`config.mk`:
```
export PLATFORM = sky130hd
export DESIGN_NAME = ntt_ready_tracker
export DESIGN_NICKNAME = d
export VERILOG_FILES = /design/src/ntt_pkg.sv /design/src/ntt_ready_tracker.sv
export SDC_FILE = /design/constraint.sdc
export NUM_CORES = 1
export LEC_CHECK = 0
export ABC_AREA = 1
export BUFFER_PORTS_ARGS = -buffer_cell sky130_fd_sc_hd__buf_2
export CAP_MARGIN = 40
export CORE_AREA = 2 2 39 41
export CTS_CLUSTER_SIZE = 40
export DETAILED_ROUTE_END_ITERATION = 8
export DIE_AREA = 0 0 41 43
export PLACE_DENSITY_LB_ADDON = 0.1
export SYNTH_ARGS = -nofsm -noshare
export SYNTH_HDL_FRONTEND = slang
export SYNTH_SLANG_ARGS = --single-unit
export TNS_END_PERCENT = 50
```
`constraint.sdc`:
```
create_clock -name clk -period 0.8 [get_ports clk]
set_clock_uncertainty 0.05 [all_clocks]
set_input_delay 0.16 -clock clk [delete_from_list [all_inputs] [get_ports clk]]
set_output_delay 0.16 -clock clk [all_outputs]
set_load 0.02 [all_outputs]
```
`src/ntt_pkg.sv`:
```
// ML-DSA NTT shared definitions
// modulus, coefficient types and butterfly modes

`default_nettype none

package ntt_pkg;

    // ------------------------------------------------------------
    // coefficient arithmetic
    // ------------------------------------------------------------
    localparam int unsigned COEFF_W = 23;
    localparam int unsigned PROD_W  = 2 * COEFF_W;

    // ML-DSA prime 2^23 - 2^13 + 1
    localparam logic [COEFF_W-1:0] NTT_Q = 23'd8380417;

    // always holds a value below NTT_Q
    typedef logic [COEFF_W-1:0] coeff_t;
    // full product before reduction
    typedef logic [PROD_W-1:0]  prod_t;

    // ------------------------------------------------------------
    // operating modes
    // ------------------------------------------------------------
    typedef enum logic [2:0] {
        ct  = 3'd0,
        gs  = 3'd1,
        pwm = 3'd2,
        pwa = 3'd3,
        pws = 3'd4
    } mode_t;

endpackage

`default_nettype wire

```
`src/ntt_ready_tracker.sv`:
```
// ready generation by delaying enable with the latency of the current mode

`timescale 1ns/1ps
`default_nettype none

module ntt_ready_tracker #(
    parameter int MUL_STAGES = 3
) (
    input  logic           clk,
    input  logic           reset_n,
    input  logic           zeroize_i,
    input  ntt_pkg::mode_t mode_i,
    input  logic           enable_i,
    output logic           ready_o
);

    localparam int L = MUL_STAGES + 1;

    logic [2*L-1:0] en_q;

    always_ff @(posedge clk or negedge reset_n) begin
        if (!reset_n) begin
            en_q <= '0;
        end else if (zeroize_i) begin
            en_q <= '0;
        end else begin
            en_q <= {en_q[2*L-2:0], enable_i};
        end
    end

    // two stages for ct/gs and one for pointwise
    assign ready_o = (mode_i inside {ntt_pkg::ct, ntt_pkg::gs}) ? en_q[2*L-1] : en_q[L-1];

endmodule

`default_nettype wire

```
==> metrics.json <==
{
  "grt_first_pass_wirelength": {"value": 848, "unit": "µm"},
  "io_pins": {"value": 8},
  "p_sw_share": {"value": 20.3, "unit": "%"},
  "path_class_of_the_lowest_slack_min_delay_path": {"value": "in -> reg"},
  "floorplan.rows": {"value": 14},
  "grt_pass1_vias": {"value": 212},
  "synth-seq-cells": {"value": 8},
  "timing_max_transition_violations_final": {"value": 0},
  "grt_setup_unrepaired": {"value": "yes"},
  "power_report.internal_total": {"value": 0.605, "unit": "mW"},
  "share_seq_of_total_power": {"value": 54.7, "unit": "%"},
  "num_antenna_cells": {"value": 0},
  "fin_tns_setup": {"value": -0.430, "unit": "ns"},
  "largest_net_degree_at_the_start_of_global_routing": {"value": 9},
  "timing.reg2reg.setup_slack": {"value": -0.13, "unit": "ns"},
  "utilization": {"value": 28.6, "unit": "%"},
  "commonest_cells_post_synth": {"value": "9 x sky130_fd_sc_hd__nor2_1, 8 x sky130_fd_sc_hd__dfrtp_1, 8 x sky130_fd_sc_hd__inv_1, 2 x sky130_fd_sc_hd__nand2_1"},
  "startpoint_kind_of_the_worst_setup_timing_path": {"value": "flop"},
  "crit_path_end_kind": {"value": "output port"},
  "initial_core_util": {"value": 20.8, "unit": "%"},
  "worstPathCellList": {"value": "o21ai_1 > nand2_1 > buf_6"},
  "route.detailed.vias_per_inst": {"value": 3.63},
  "postRouteAntennaNets": {"value": 0},
  "drive_above_1_share": {"value": 31.7, "unit": "%"},
  "finalNetCount": {"value": 50},
  "place_area": {"value": 334, "unit": "µm²"},
  "crit_path_start": {"value": "en_q[3]"},
  "synthDistinctLibCells": {"value": 6},
  "rr_worst_depth": {"value": 5},
  "synth_cells": {"value": 29},
  "antenna_found_initial": {"value": 0},
  "dieWidth": {"value": 41, "unit": "µm"},
  "irDropWorstVdd": {"value": 0.772, "unit": "mV"},
  "clk_path_buf_depth": {"value": 2},
  "tritoncts_num_sinks": {"value": 8},
  "setup_ws": {"value": -0.303, "unit": "ns"},
  "core_area": {"value": 0.00138, "unit": "mm²"},
  "finish_stage_setup_viols": {"value": 2},
  "yosys_warnings": {"value": 0},
  "leading_cell_types_by_total_area_after_synthesis": {"value": "sky130_fd_sc_hd__dfrtp_1 70%, sky130_fd_sc_hd__nor2_1 12%, sky130_fd_sc_hd__inv_1 10%"},
  "outcome": {"value": "finished, violations left"},
  "cts-buffers-inserted": {"value": 3},
  "worst_skew_pair.late_latency": {"value": 0.25, "unit": "ns"},
  "yosysTopAreaCellShare": {"value": 69.6, "unit": "%"},
  "timing.rr.end": {"value": "en_q[4]"},
  "first_pass_iters": {"value": 2},
  "dominantRegCellSynth": {"value": "sky130_fd_sc_hd__dfrtp_1"},
  "place_congestion": {"value": 0.591},
  "yosysTopAreaCell": {"value": "sky130_fd_sc_hd__dfrtp_1"},
  "period_minus_slack": {"value": 1.10, "unit": "ns"},
  "post_synth_instance_area": {"value": 288, "unit": "µm²"},
  "number_of_synthesized_flops_with_an_enable_pin": {"value": 0},
  "area_delta_synth_final": {"value": 37.4, "unit": "%"},
  "cts.root.buffer_cell": {"value": "sky130_fd_sc_hd__clkbuf_4"},
  "tightest_slew": {"value": 0.178, "unit": "ns"},
  "timing.critical_path.to": {"value": "ready_o"},
  "cts_tree": {"value": "built"},
  "worstPathArrival": {"value": 0.89, "unit": "ns"},
  "regMostFlops": {"value": "en_q"},
  "die_area": {"value": 0.00176, "unit": "mm²"},
  "finalInstanceArea": {"value": 395, "unit": "µm²"},
  "cts_max_level": {"value": 1},
  "cp_slowest_cell": {"value": "sky130_fd_sc_hd__dfrtp_1"},
  "fmax": {"value": 0.907, "unit": "GHz"},
  "buffer_ports.inserted": {"value": 6},
  "globalRouteTotalUtil": {"value": 8.00, "unit": "%"},
  "cts.clk_slew.worst_paths": {"value": 0.05, "unit": "ns"},
  "totalWireLength": {"value": 465, "unit": "µm"},
  "cp_required": {"value": 0.59, "unit": "ns"},
  "drt_iter0_drc": {"value": 3},
  "grt-ovfl-total": {"value": 0},
  "syn_nets": {"value": 36},
  "hold_viol": {"value": 0},
  "reg2reg_from": {"value": "en_q[3]"},
  "num_vias": {"value": 207},
  "largest_register_ffs": {"value": 8},
  "violations_in_the_final_reports": {"value": "setup timing"},
  "drc_errors": {"value": 0},
  "die_height": {"value": 43, "unit": "µm"},
  "synth.yosys.seq_area_share": {"value": 69.6, "unit": "%"},
  "place_hpwl": {"value": 324, "unit": "µm"},
  "part_of_the_power_in_the_clock_network": {"value": 39.3, "unit": "%"},
  "reg.largest.list": {"value": "en_q x8"},
  "power.density_cell_area": {"value": 1920, "unit": "mW/mm²"},
  "power.switching": {"value": 0.154, "unit": "mW"},
  "wl_per_cell": {"value": 8.16, "unit": "µm"},
  "comb_power_share": {"value": 6.0, "unit": "%"},
  "timing.setup.critical_path_class": {"value": "reg -> out"},
  "leakage": {"value": 0.211, "unit": "nW"},
  "cap_viol_max_count": {"value": 0},
  "avgSynthCellArea": {"value": 9.92, "unit": "µm²"},
  "asyncSetResetFlopFracSynth": {"value": 100, "unit": "%"},
  "timing.slew.headroom": {"value": 88.1, "unit": "%"},
  "critical-path-max-stage-delay": {"value": 0.37, "unit": "ns"},
  "critical_path.max_fanout": {"value": 2},
  "layout_worst_path_cycle_share": {"value": 138, "unit": "%"},
  "synth.most_common_cell": {"value": "sky130_fd_sc_hd__nor2_1"}
}
==> metal layers <==
metal / vias up / wire length (µm) / GRT usage [%]
li1: 104 / - / -
met4: 0 / 0 / 8.00
met1: 96 / 201 / 8.61
met2: 7 / 222 / 10.0
met5: - / 0 / 0
met3: 0 / 42 / 4.71
==> cell type report <==
cell class,instances,area (µm²)
fillers,156,988
flip-flops and latches,8,200
repair buffers,10,76.3
multi-input cells,12,46.3
inverters,8,30.0
clock buffers,3,22.5
well taps,16,20.0
==> cell families (layout without fill, tap and decap cells) <==
kind of cell | after synthesis | in the layout | share of synthesized area, %
AO/OA/AOI/OAI | 1 | 1 | 1.74
buffers and inverters | 9 | 21 | 14.3
flip-flops | 8 | 8 | 69.6
AND/OR/NAND/NOR | 11 | 11 | 14.3
==> placed cells by master (no fill, tap or decap) <==
cell	instances
sky130_fd_sc_hd__clkbuf_4	3
sky130_fd_sc_hd__buf_2	5
sky130_fd_sc_hd__dlygate4sd3_1	1
sky130_fd_sc_hd__o21ai_1	1
sky130_fd_sc_hd__inv_2	1
sky130_fd_sc_hd__inv_1	7
sky130_fd_sc_hd__nor2_1	9
sky130_fd_sc_hd__dfrtp_1	8
sky130_fd_sc_hd__nand2_1	2
sky130_fd_sc_hd__buf_6	3
sky130_fd_sc_hd__buf_4	1
==> power groups by stage <==
| stage | registers, mW | clock network (mW) | logic [mW] |
|---|---|---|---|
| floorplan | 0.421 | 0 | 0.0179 |
| global placement | 0.421 | 0 | 0.0363 |
| detailed placement | 0.422 | 0 | 0.0380 |
| CTS | 0.414 | 0.321 | 0.0448 |
| global route | 0.415 | 0.355 | 0.0521 |
| finish | 0.415 | 0.298 | 0.0456 |
==> timing repair <==
| action | 4_1_cts | 5_1_grt |
|---|---|---|
| hold buffers | 1 | 0 |
| buffers inserted | 1 | 1 |
| gates cloned | 0 | 0 |
| hold endpoints to repair | 8 | 0 |
| pin swaps | 1 | 0 |
| gates resized for setup | 3 | 3 |
| setup endpoints to repair | 1 | 2 |
==> worst min path at each step <==
stage | endpoint | slack [ns] | start | depth (start not counted)
floorplan | en_q[0] | -0.19 | reset_n | 0
global placement | en_q[7] | -0.04 | reset_n | 1
detailed placement | en_q[3] | -0.04 | reset_n | 1
CTS | en_q[0] | 0.05 | enable_i | 3
global route | en_q[0] | 0.05 | enable_i | 3
finish | en_q[0] | 0.06 | enable_i | 3
==> worst max-delay path, delay by kind of cell (launching register included) <==
family / cells / cell delay (ns)
flip-flops: 1 / 0.37
buffers and inverters: 1 / 0.13
AO/OA/AOI/OAI: 1 / 0.07
AND/OR/NAND/NOR: 1 / 0.07
==> stage by stage <==
| stage | power [mW] | setup WS (ns) | hold WS [ns] | instances |
|---|---|---|---|---|
| CTS | 0.780 | -0.315 | 0.0507 | 56 |
| finish | 0.758 | -0.303 | 0.0627 | 57 |
| global route | 0.821 | -0.362 | 0.0494 | 57 |
| detailed placement | 0.460 | -0.0535 | -0.0377 | 51 |
| floorplan | 0.439 | 0.0236 | -0.186 | 29 |
| global placement | 0.458 | -0.0412 | -0.0427 | 51 |
Power figures use the tool's default switching activity.
