### src/ntt_pkg.sv
// ML-DSA NTT shared definitions
// modulus, coefficient types and butterfly modes

`default_nettype none

package ntt_pkg;

    // ------------------------------------------------------------
    // coefficient arithmetic
    // ------------------------------------------------------------
    localparam int unsigned COEFF_W = 23;
    localparam int unsigned PROD_W  = 2 * COEFF_W;

    // ML-DSA prime 2^23 - 2^13 + 1
    localparam logic [COEFF_W-1:0] NTT_Q = 23'd8380417;

    // always holds a value below NTT_Q
    typedef logic [COEFF_W-1:0] coeff_t;
    // full product before reduction
    typedef logic [PROD_W-1:0]  prod_t;

    // ------------------------------------------------------------
    // operating modes
    // ------------------------------------------------------------
    typedef enum logic [2:0] {
        ct  = 3'd0,
        gs  = 3'd1,
        pwm = 3'd2,
        pwa = 3'd3,
        pws = 3'd4
    } mode_t;

endpackage

`default_nettype wire

### src/ntt_bf_if.sv
// operand and result bundle between the router and one butterfly

`timescale 1ns/1ps
`default_nettype none

interface ntt_bf_if;

    ntt_pkg::coeff_t u;
    ntt_pkg::coeff_t v;
    ntt_pkg::coeff_t w;
    ntt_pkg::coeff_t res_u;
    ntt_pkg::coeff_t res_v;
    ntt_pkg::coeff_t res_pw;

    // operand side
    modport router (
        output u, v, w,
        input  res_u, res_v, res_pw
    );

    // butterfly side
    modport bf (
        input  u, v, w,
        output res_u, res_v, res_pw
    );

endinterface

`default_nettype wire

### src/ntt_operand_router.sv
// operand selection for the two butterfly stages
// holds the stage-2 twiddle delay lines

`timescale 1ns/1ps
`default_nettype none

module ntt_operand_router #(
    parameter int MUL_STAGES = 3
) (
    input  logic            clk,
    input  logic            reset_n,
    input  logic            zeroize_i,
    input  ntt_pkg::mode_t  mode_i,
    input  ntt_pkg::coeff_t u00_i,
    input  ntt_pkg::coeff_t v00_i,
    input  ntt_pkg::coeff_t w00_i,
    input  ntt_pkg::coeff_t u01_i,
    input  ntt_pkg::coeff_t v01_i,
    input  ntt_pkg::coeff_t w01_i,
    input  ntt_pkg::coeff_t w10_i,
    input  ntt_pkg::coeff_t w11_i,
    input  ntt_pkg::coeff_t pw_u0_i,
    input  ntt_pkg::coeff_t pw_u1_i,
    input  ntt_pkg::coeff_t pw_u2_i,
    input  ntt_pkg::coeff_t pw_u3_i,
    input  ntt_pkg::coeff_t pw_v0_i,
    input  ntt_pkg::coeff_t pw_v1_i,
    input  ntt_pkg::coeff_t pw_v2_i,
    input  ntt_pkg::coeff_t pw_v3_i,
    ntt_bf_if.router        s00,
    ntt_bf_if.router        s01,
    ntt_bf_if.router        s10,
    ntt_bf_if.router        s11
);

    // butterfly latency
    localparam int L = MUL_STAGES + 1;

    ntt_pkg::coeff_t [L-1:0] w10_q;
    ntt_pkg::coeff_t [L-1:0] w11_q;
    logic                    pw_mode;

    assign pw_mode = mode_i inside {ntt_pkg::pwm, ntt_pkg::pwa, ntt_pkg::pws};

    // stage-2 twiddles wait for the stage-1 results
    always_ff @(posedge clk or negedge reset_n) begin
        if (!reset_n) begin
            w10_q <= '0;
            w11_q <= '0;
        end else if (zeroize_i) begin
            w10_q <= '0;
            w11_q <= '0;
        end else begin
            w10_q[0] <= w10_i;
            w11_q[0] <= w11_i;
            for (int i = 1; i < L; i++) begin
                w10_q[i] <= w10_q[i-1];
                w11_q[i] <= w11_q[i-1];
            end
        end
    end

    // ------------------------------------------------------------
    // pointwise lanes run all four butterflies in parallel
    // ------------------------------------------------------------
    always_comb begin
        if (pw_mode) begin
            s00.u = pw_u0_i;
            s00.v = pw_v0_i;
            s01.u = pw_u1_i;
            s01.v = pw_v1_i;
            s10.u = pw_u2_i;
            s10.v = pw_v2_i;
            s11.u = pw_u3_i;
            s11.v = pw_v3_i;
            s00.w = '0;
            s01.w = '0;
            s10.w = '0;
            s11.w = '0;
        end else begin
            s00.u = u00_i;
            s00.v = v00_i;
            s00.w = w00_i;
            s01.u = u01_i;
            s01.v = v01_i;
            s01.w = w01_i;
            // crosswise feed of the stage-1 results
            s10.u = s00.res_u;
            s10.v = s01.res_u;
            s10.w = w10_q[L-1];
            s11.u = s00.res_v;
            s11.v = s01.res_v;
            s11.w = w11_q[L-1];
        end
    end

endmodule

`default_nettype wire

### src/flat_wrapper.sv
// flat-port wrapper written by rule: the top's interface ports become plain ports
module ntt_operand_router_flat 
#(
    parameter int MUL_STAGES = 3
)
  (clk, reset_n, zeroize_i, mode_i, u00_i, v00_i, w00_i, u01_i, v01_i, w01_i, w10_i, w11_i, pw_u0_i, pw_u1_i, pw_u2_i, pw_u3_i, pw_v0_i, pw_v1_i, pw_v2_i, pw_v3_i, s00_u, s00_v, s00_w, s00_res_u, s00_res_v, s00_res_pw, s01_u, s01_v, s01_w, s01_res_u, s01_res_v, s01_res_pw, s10_u, s10_v, s10_w, s10_res_u, s10_res_v, s10_res_pw, s11_u, s11_v, s11_w, s11_res_u, s11_res_v, s11_res_pw);
  ntt_bf_if s00_i ();
  ntt_bf_if s01_i ();
  ntt_bf_if s10_i ();
  ntt_bf_if s11_i ();
  input  logic clk;
  input  logic reset_n;
  input  logic zeroize_i;
  input  ntt_pkg::mode_t mode_i;
  input  ntt_pkg::coeff_t u00_i;
  input  ntt_pkg::coeff_t v00_i;
  input  ntt_pkg::coeff_t w00_i;
  input  ntt_pkg::coeff_t u01_i;
  input  ntt_pkg::coeff_t v01_i;
  input  ntt_pkg::coeff_t w01_i;
  input  ntt_pkg::coeff_t w10_i;
  input  ntt_pkg::coeff_t w11_i;
  input  ntt_pkg::coeff_t pw_u0_i;
  input  ntt_pkg::coeff_t pw_u1_i;
  input  ntt_pkg::coeff_t pw_u2_i;
  input  ntt_pkg::coeff_t pw_u3_i;
  input  ntt_pkg::coeff_t pw_v0_i;
  input  ntt_pkg::coeff_t pw_v1_i;
  input  ntt_pkg::coeff_t pw_v2_i;
  input  ntt_pkg::coeff_t pw_v3_i;
  output wire logic [$bits(s00_i.u)-1:0] s00_u;
  output wire logic [$bits(s00_i.v)-1:0] s00_v;
  output wire logic [$bits(s00_i.w)-1:0] s00_w;
  input wire logic [$bits(s00_i.res_u)-1:0] s00_res_u;
  input wire logic [$bits(s00_i.res_v)-1:0] s00_res_v;
  input wire logic [$bits(s00_i.res_pw)-1:0] s00_res_pw;
  output wire logic [$bits(s01_i.u)-1:0] s01_u;
  output wire logic [$bits(s01_i.v)-1:0] s01_v;
  output wire logic [$bits(s01_i.w)-1:0] s01_w;
  input wire logic [$bits(s01_i.res_u)-1:0] s01_res_u;
  input wire logic [$bits(s01_i.res_v)-1:0] s01_res_v;
  input wire logic [$bits(s01_i.res_pw)-1:0] s01_res_pw;
  output wire logic [$bits(s10_i.u)-1:0] s10_u;
  output wire logic [$bits(s10_i.v)-1:0] s10_v;
  output wire logic [$bits(s10_i.w)-1:0] s10_w;
  input wire logic [$bits(s10_i.res_u)-1:0] s10_res_u;
  input wire logic [$bits(s10_i.res_v)-1:0] s10_res_v;
  input wire logic [$bits(s10_i.res_pw)-1:0] s10_res_pw;
  output wire logic [$bits(s11_i.u)-1:0] s11_u;
  output wire logic [$bits(s11_i.v)-1:0] s11_v;
  output wire logic [$bits(s11_i.w)-1:0] s11_w;
  input wire logic [$bits(s11_i.res_u)-1:0] s11_res_u;
  input wire logic [$bits(s11_i.res_v)-1:0] s11_res_v;
  input wire logic [$bits(s11_i.res_pw)-1:0] s11_res_pw;
  assign s00_u = s00_i.u;
  assign s00_v = s00_i.v;
  assign s00_w = s00_i.w;
  assign s00_i.res_u = s00_res_u;
  assign s00_i.res_v = s00_res_v;
  assign s00_i.res_pw = s00_res_pw;
  assign s01_u = s01_i.u;
  assign s01_v = s01_i.v;
  assign s01_w = s01_i.w;
  assign s01_i.res_u = s01_res_u;
  assign s01_i.res_v = s01_res_v;
  assign s01_i.res_pw = s01_res_pw;
  assign s10_u = s10_i.u;
  assign s10_v = s10_i.v;
  assign s10_w = s10_i.w;
  assign s10_i.res_u = s10_res_u;
  assign s10_i.res_v = s10_res_v;
  assign s10_i.res_pw = s10_res_pw;
  assign s11_u = s11_i.u;
  assign s11_v = s11_i.v;
  assign s11_w = s11_i.w;
  assign s11_i.res_u = s11_res_u;
  assign s11_i.res_v = s11_res_v;
  assign s11_i.res_pw = s11_res_pw;
  ntt_operand_router #(.MUL_STAGES(MUL_STAGES)) u_core (.clk(clk), .reset_n(reset_n), .zeroize_i(zeroize_i), .mode_i(mode_i), .u00_i(u00_i), .v00_i(v00_i), .w00_i(w00_i), .u01_i(u01_i), .v01_i(v01_i), .w01_i(w01_i), .w10_i(w10_i), .w11_i(w11_i), .pw_u0_i(pw_u0_i), .pw_u1_i(pw_u1_i), .pw_u2_i(pw_u2_i), .pw_u3_i(pw_u3_i), .pw_v0_i(pw_v0_i), .pw_v1_i(pw_v1_i), .pw_v2_i(pw_v2_i), .pw_v3_i(pw_v3_i), .s00(s00_i), .s01(s01_i), .s10(s10_i), .s11(s11_i));
endmodule
### config.mk
export PLATFORM = sky130hd
export DESIGN_NAME = ntt_operand_router_flat
export DESIGN_NICKNAME = d
export VERILOG_FILES = /design/src/ntt_pkg.sv /design/src/ntt_bf_if.sv /design/src/ntt_operand_router.sv /design/src/flat_wrapper.sv
export SDC_FILE = /design/constraint.sdc
export NUM_CORES = 1
export LEC_CHECK = 0
export BUFFER_PORTS_ARGS = -buffer_cell sky130_fd_sc_hd__buf_2
export CAP_MARGIN = 40
export CELL_PAD_IN_SITES_DETAIL_PLACEMENT = 0
export CELL_PAD_IN_SITES_GLOBAL_PLACEMENT = 2
export CORE_AREA = 10 10 355 357
export CTS_CLUSTER_SIZE = 8
export DETAILED_ROUTE_END_ITERATION = 6
export DIE_AREA = 0 0 365 367
export PLACE_DENSITY_LB_ADDON = 0.1
export SLEW_MARGIN = 20
export SYNTH_ARGS = -nofsm -noshare
export SYNTH_HDL_FRONTEND = slang
export SYNTH_SLANG_ARGS = --single-unit
### constraint.sdc
create_clock -name clk -period 3.3 [get_ports clk]
set_clock_uncertainty 0.2 [all_clocks]
set_input_delay 0.66 -clock clk [delete_from_list [all_inputs] [get_ports clk]]
set_output_delay 0.66 -clock clk [all_outputs]
set_load 0.05 [all_outputs]
==> results.toml <==
[outcome]
status = "finished, violations left"
failed_checks = "hold timing"

[pwr]
powerDensity_nw_per_um2 = 433
p_leak_nw = 7.51
vdd_drop_max_uv = 322

[setup_path]
cp_top_family = "buffers and inverters"
cpPeakStageDelay_ns = 0.37
start_kind = "input pin"
worstSetupPathType = "input pin to output pin"
startpoint = "mode_i[1]"
crit_arrival_ns = 2.32
reg2reg_from = "u_core.w10_q[6]"
setup.worst_path.end_class = "output pin"
critical_path.max_fanout = 44
worst-path-stages = 7
slowest_stage = "mux2_1"
crit_required_ns = 2.44
path_cells = "buf_2 > nor2_1 > mux2i_4 > buf_12 > buf_12 > mux2_1 > buf_2"
ff2ff_path_depth = 1
critPathBufInv = 4

[placement]
portBuffers = 741
post-dp-hpwl_um = 77100
place.gp.congestion = 0.871

[grt]
grt_max_degree = 62
grt_util_all_layers_pct = 12.1
grt.overflow.total = 0
grt_pass1_wl_um = 105000
antenna_found_initial = 112
first_global_vias = 9074

[synth]
synth_area_um2 = 8680
synth.avg_cell_area_um2 = 12.5
yosysWarnings = 0
yosysUniqueCellTypes = 11
synthCells = 696
synth-seq-cells = 184
yosysSeqAreaShare_pct = 53.0
synth_nets = 1346

[drt]
wire_per_inst_um = 28.1
drt-pass1-iter-count = 4
wl_um = 85100
vias = 8609
drc = 0
vias_per_cell = 2.84
ant_nets = 0
dr.first_iter.drc_count = 297

[cells_and_area]
final_net_count = 2088
final_util_pct = 13.1
multiInputGateArea_um2 = 3820
fillCellCount = 13712
drive_gt1_share_pct = 61.1
area_delta_synth_final_pct = 79.0
regArea_um2 = 4600

[sta]
rsz0062_at_grt = "no"
final.setup.tns_ns = 0
slew_viol_final = 0
fin_crit_sh_pct = 96.2
fin_crit_ns = 3.18
slew-limit-headroom_pct = 60.8
hold_viol = 7
fmax_ghz = 0.315
whs_ns = -0.0163
worst_slew_pin_slew_ns = 0.588
setup_viol = 0

[job]
cap_violations = 0

[clocking]
htreeDepth = 4
cts_max_path_buffers = 2
cts.sinks = 184
numCtsBuffers = 17
cts-root-buf = "clkbuf_16"
clock_latency_ns = 0.45
postCtsSetupBuffers = 0
clk_pin_slew_ns = 0.08
cts_resized = 0
cts_tree = "built"
holdBufCountCts = 0

[floorplanning]
die_w_um = 365
core-area_um2 = 119000
ios = 926
start_util_pct = 7.29
die_h_um = 367
die-area_um2 = 134000
rows = 127

[worst_hold_path]
hold_class = "input pin to async pin"
cell type report:
type / count / share of cell area [%]
clock inverter: 12 / 0.733
antenna: 31 / 0.499
multi-input combinational: 462 / 24.6
tap: 1548 / 12.5
timing repair buffer: 773 / 29.3
clock buffer: 20 / 2.81
sequential: 184 / 29.6
per-layer routing:
metal | track usage (%) | routed length, um
met1 | 12.6 | 30000
met2 | 23.0 | 44900
met3 | 4.86 | 8640
met4 | 1.70 | 1230
met5 | 0 | 303
worst paths after layout:
kind / to / slack (ns)
max in group asynchronous: u_core.w11_q[28] / 2.18
max: s01_v[20] / 0.12
min: u_core.w11_q[82] / -0.02
min reg2reg: u_core.w11_q[65] / 0.25
min in group clk: u_core.w11_q[13] / 0.22
max reg2reg: u_core.w10_q[29] / 2.34
cells in the mapped netlist:
| master | count | share of area (%) |
|---|---|---|
| nor2_1 | 1 | 0.043 |
| nor2b_1 | 184 | 13 |
| mux2_2 | 84 | 11 |
| clkbuf_2 | 4 | 0.23 |
| buf_4 | 17 | 1.5 |
| mux2_1 | 100 | 13 |
| clkbuf_1 | 25 | 1.1 |
| buf_2 | 4 | 0.23 |
| and2_1 | 92 | 6.6 |
| mux2i_2 | 1 | 0.16 |
| dfrtp_1 | 184 | 53 |
power by group:
| part | internal (mW) | switching, mW |
|---|---|---|
| sequential | 2.32 | 0.0154 |
| clock | 1.05 | 0.981 |
| combinational | 0.717 | 1.64 |
registers in the layout, summed over array words and instances (netlist names):
register and cells:
u_core.w10_q 92, u_core.w11_q 92
cells in the final DEF, fill, tap and decap left out:
| cell type | count |
|---|---|
| inv_8 | 1 |
| diode_2 | 31 |
| dfrtp_1 | 184 |
| inv_6 | 4 |
| clkinv_2 | 3 |
| clkbuf_1 | 3 |
| nor2_1 | 1 |
| mux2_2 | 84 |
| buf_2 | 711 |
| buf_4 | 19 |
| and2_1 | 92 |
| buf_6 | 1 |
| nor2b_1 | 184 |
| clkbuf_8 | 1 |
| mux2_1 | 100 |
| buf_12 | 41 |
| mux2i_4 | 1 |
| clkinvlp_4 | 3 |
| bufinv_16 | 1 |
| clkbuf_16 | 17 |
through the flow:
stage | hold WS (ns) | area [um2] | cells | power (mW) | worst slack [ns]
floorplan | 0.164 | 8680 | 696 | 3.73 | 0.619
global placement | 0.241 | 14900 | 2967 | 4.83 | 0.141
detailed placement | 0.247 | 14900 | 2967 | 4.82 | 0.118
CTS | 0.0132 | 15500 | 2999 | 6.96 | 0.110
global route | 0.0206 | 15500 | 3003 | 7.07 | 0.0623
finish | -0.0163 | 15500 | 3030 | 6.73 | 0.124
cells by family after synthesis:
logic type             synth area share [%]
AND/OR/NAND/NOR                        19.9
multiplexers                           24.0
flip-flops                             53.0
buffers and inverters                  3.01
Power figures use the tool's default switching activity.
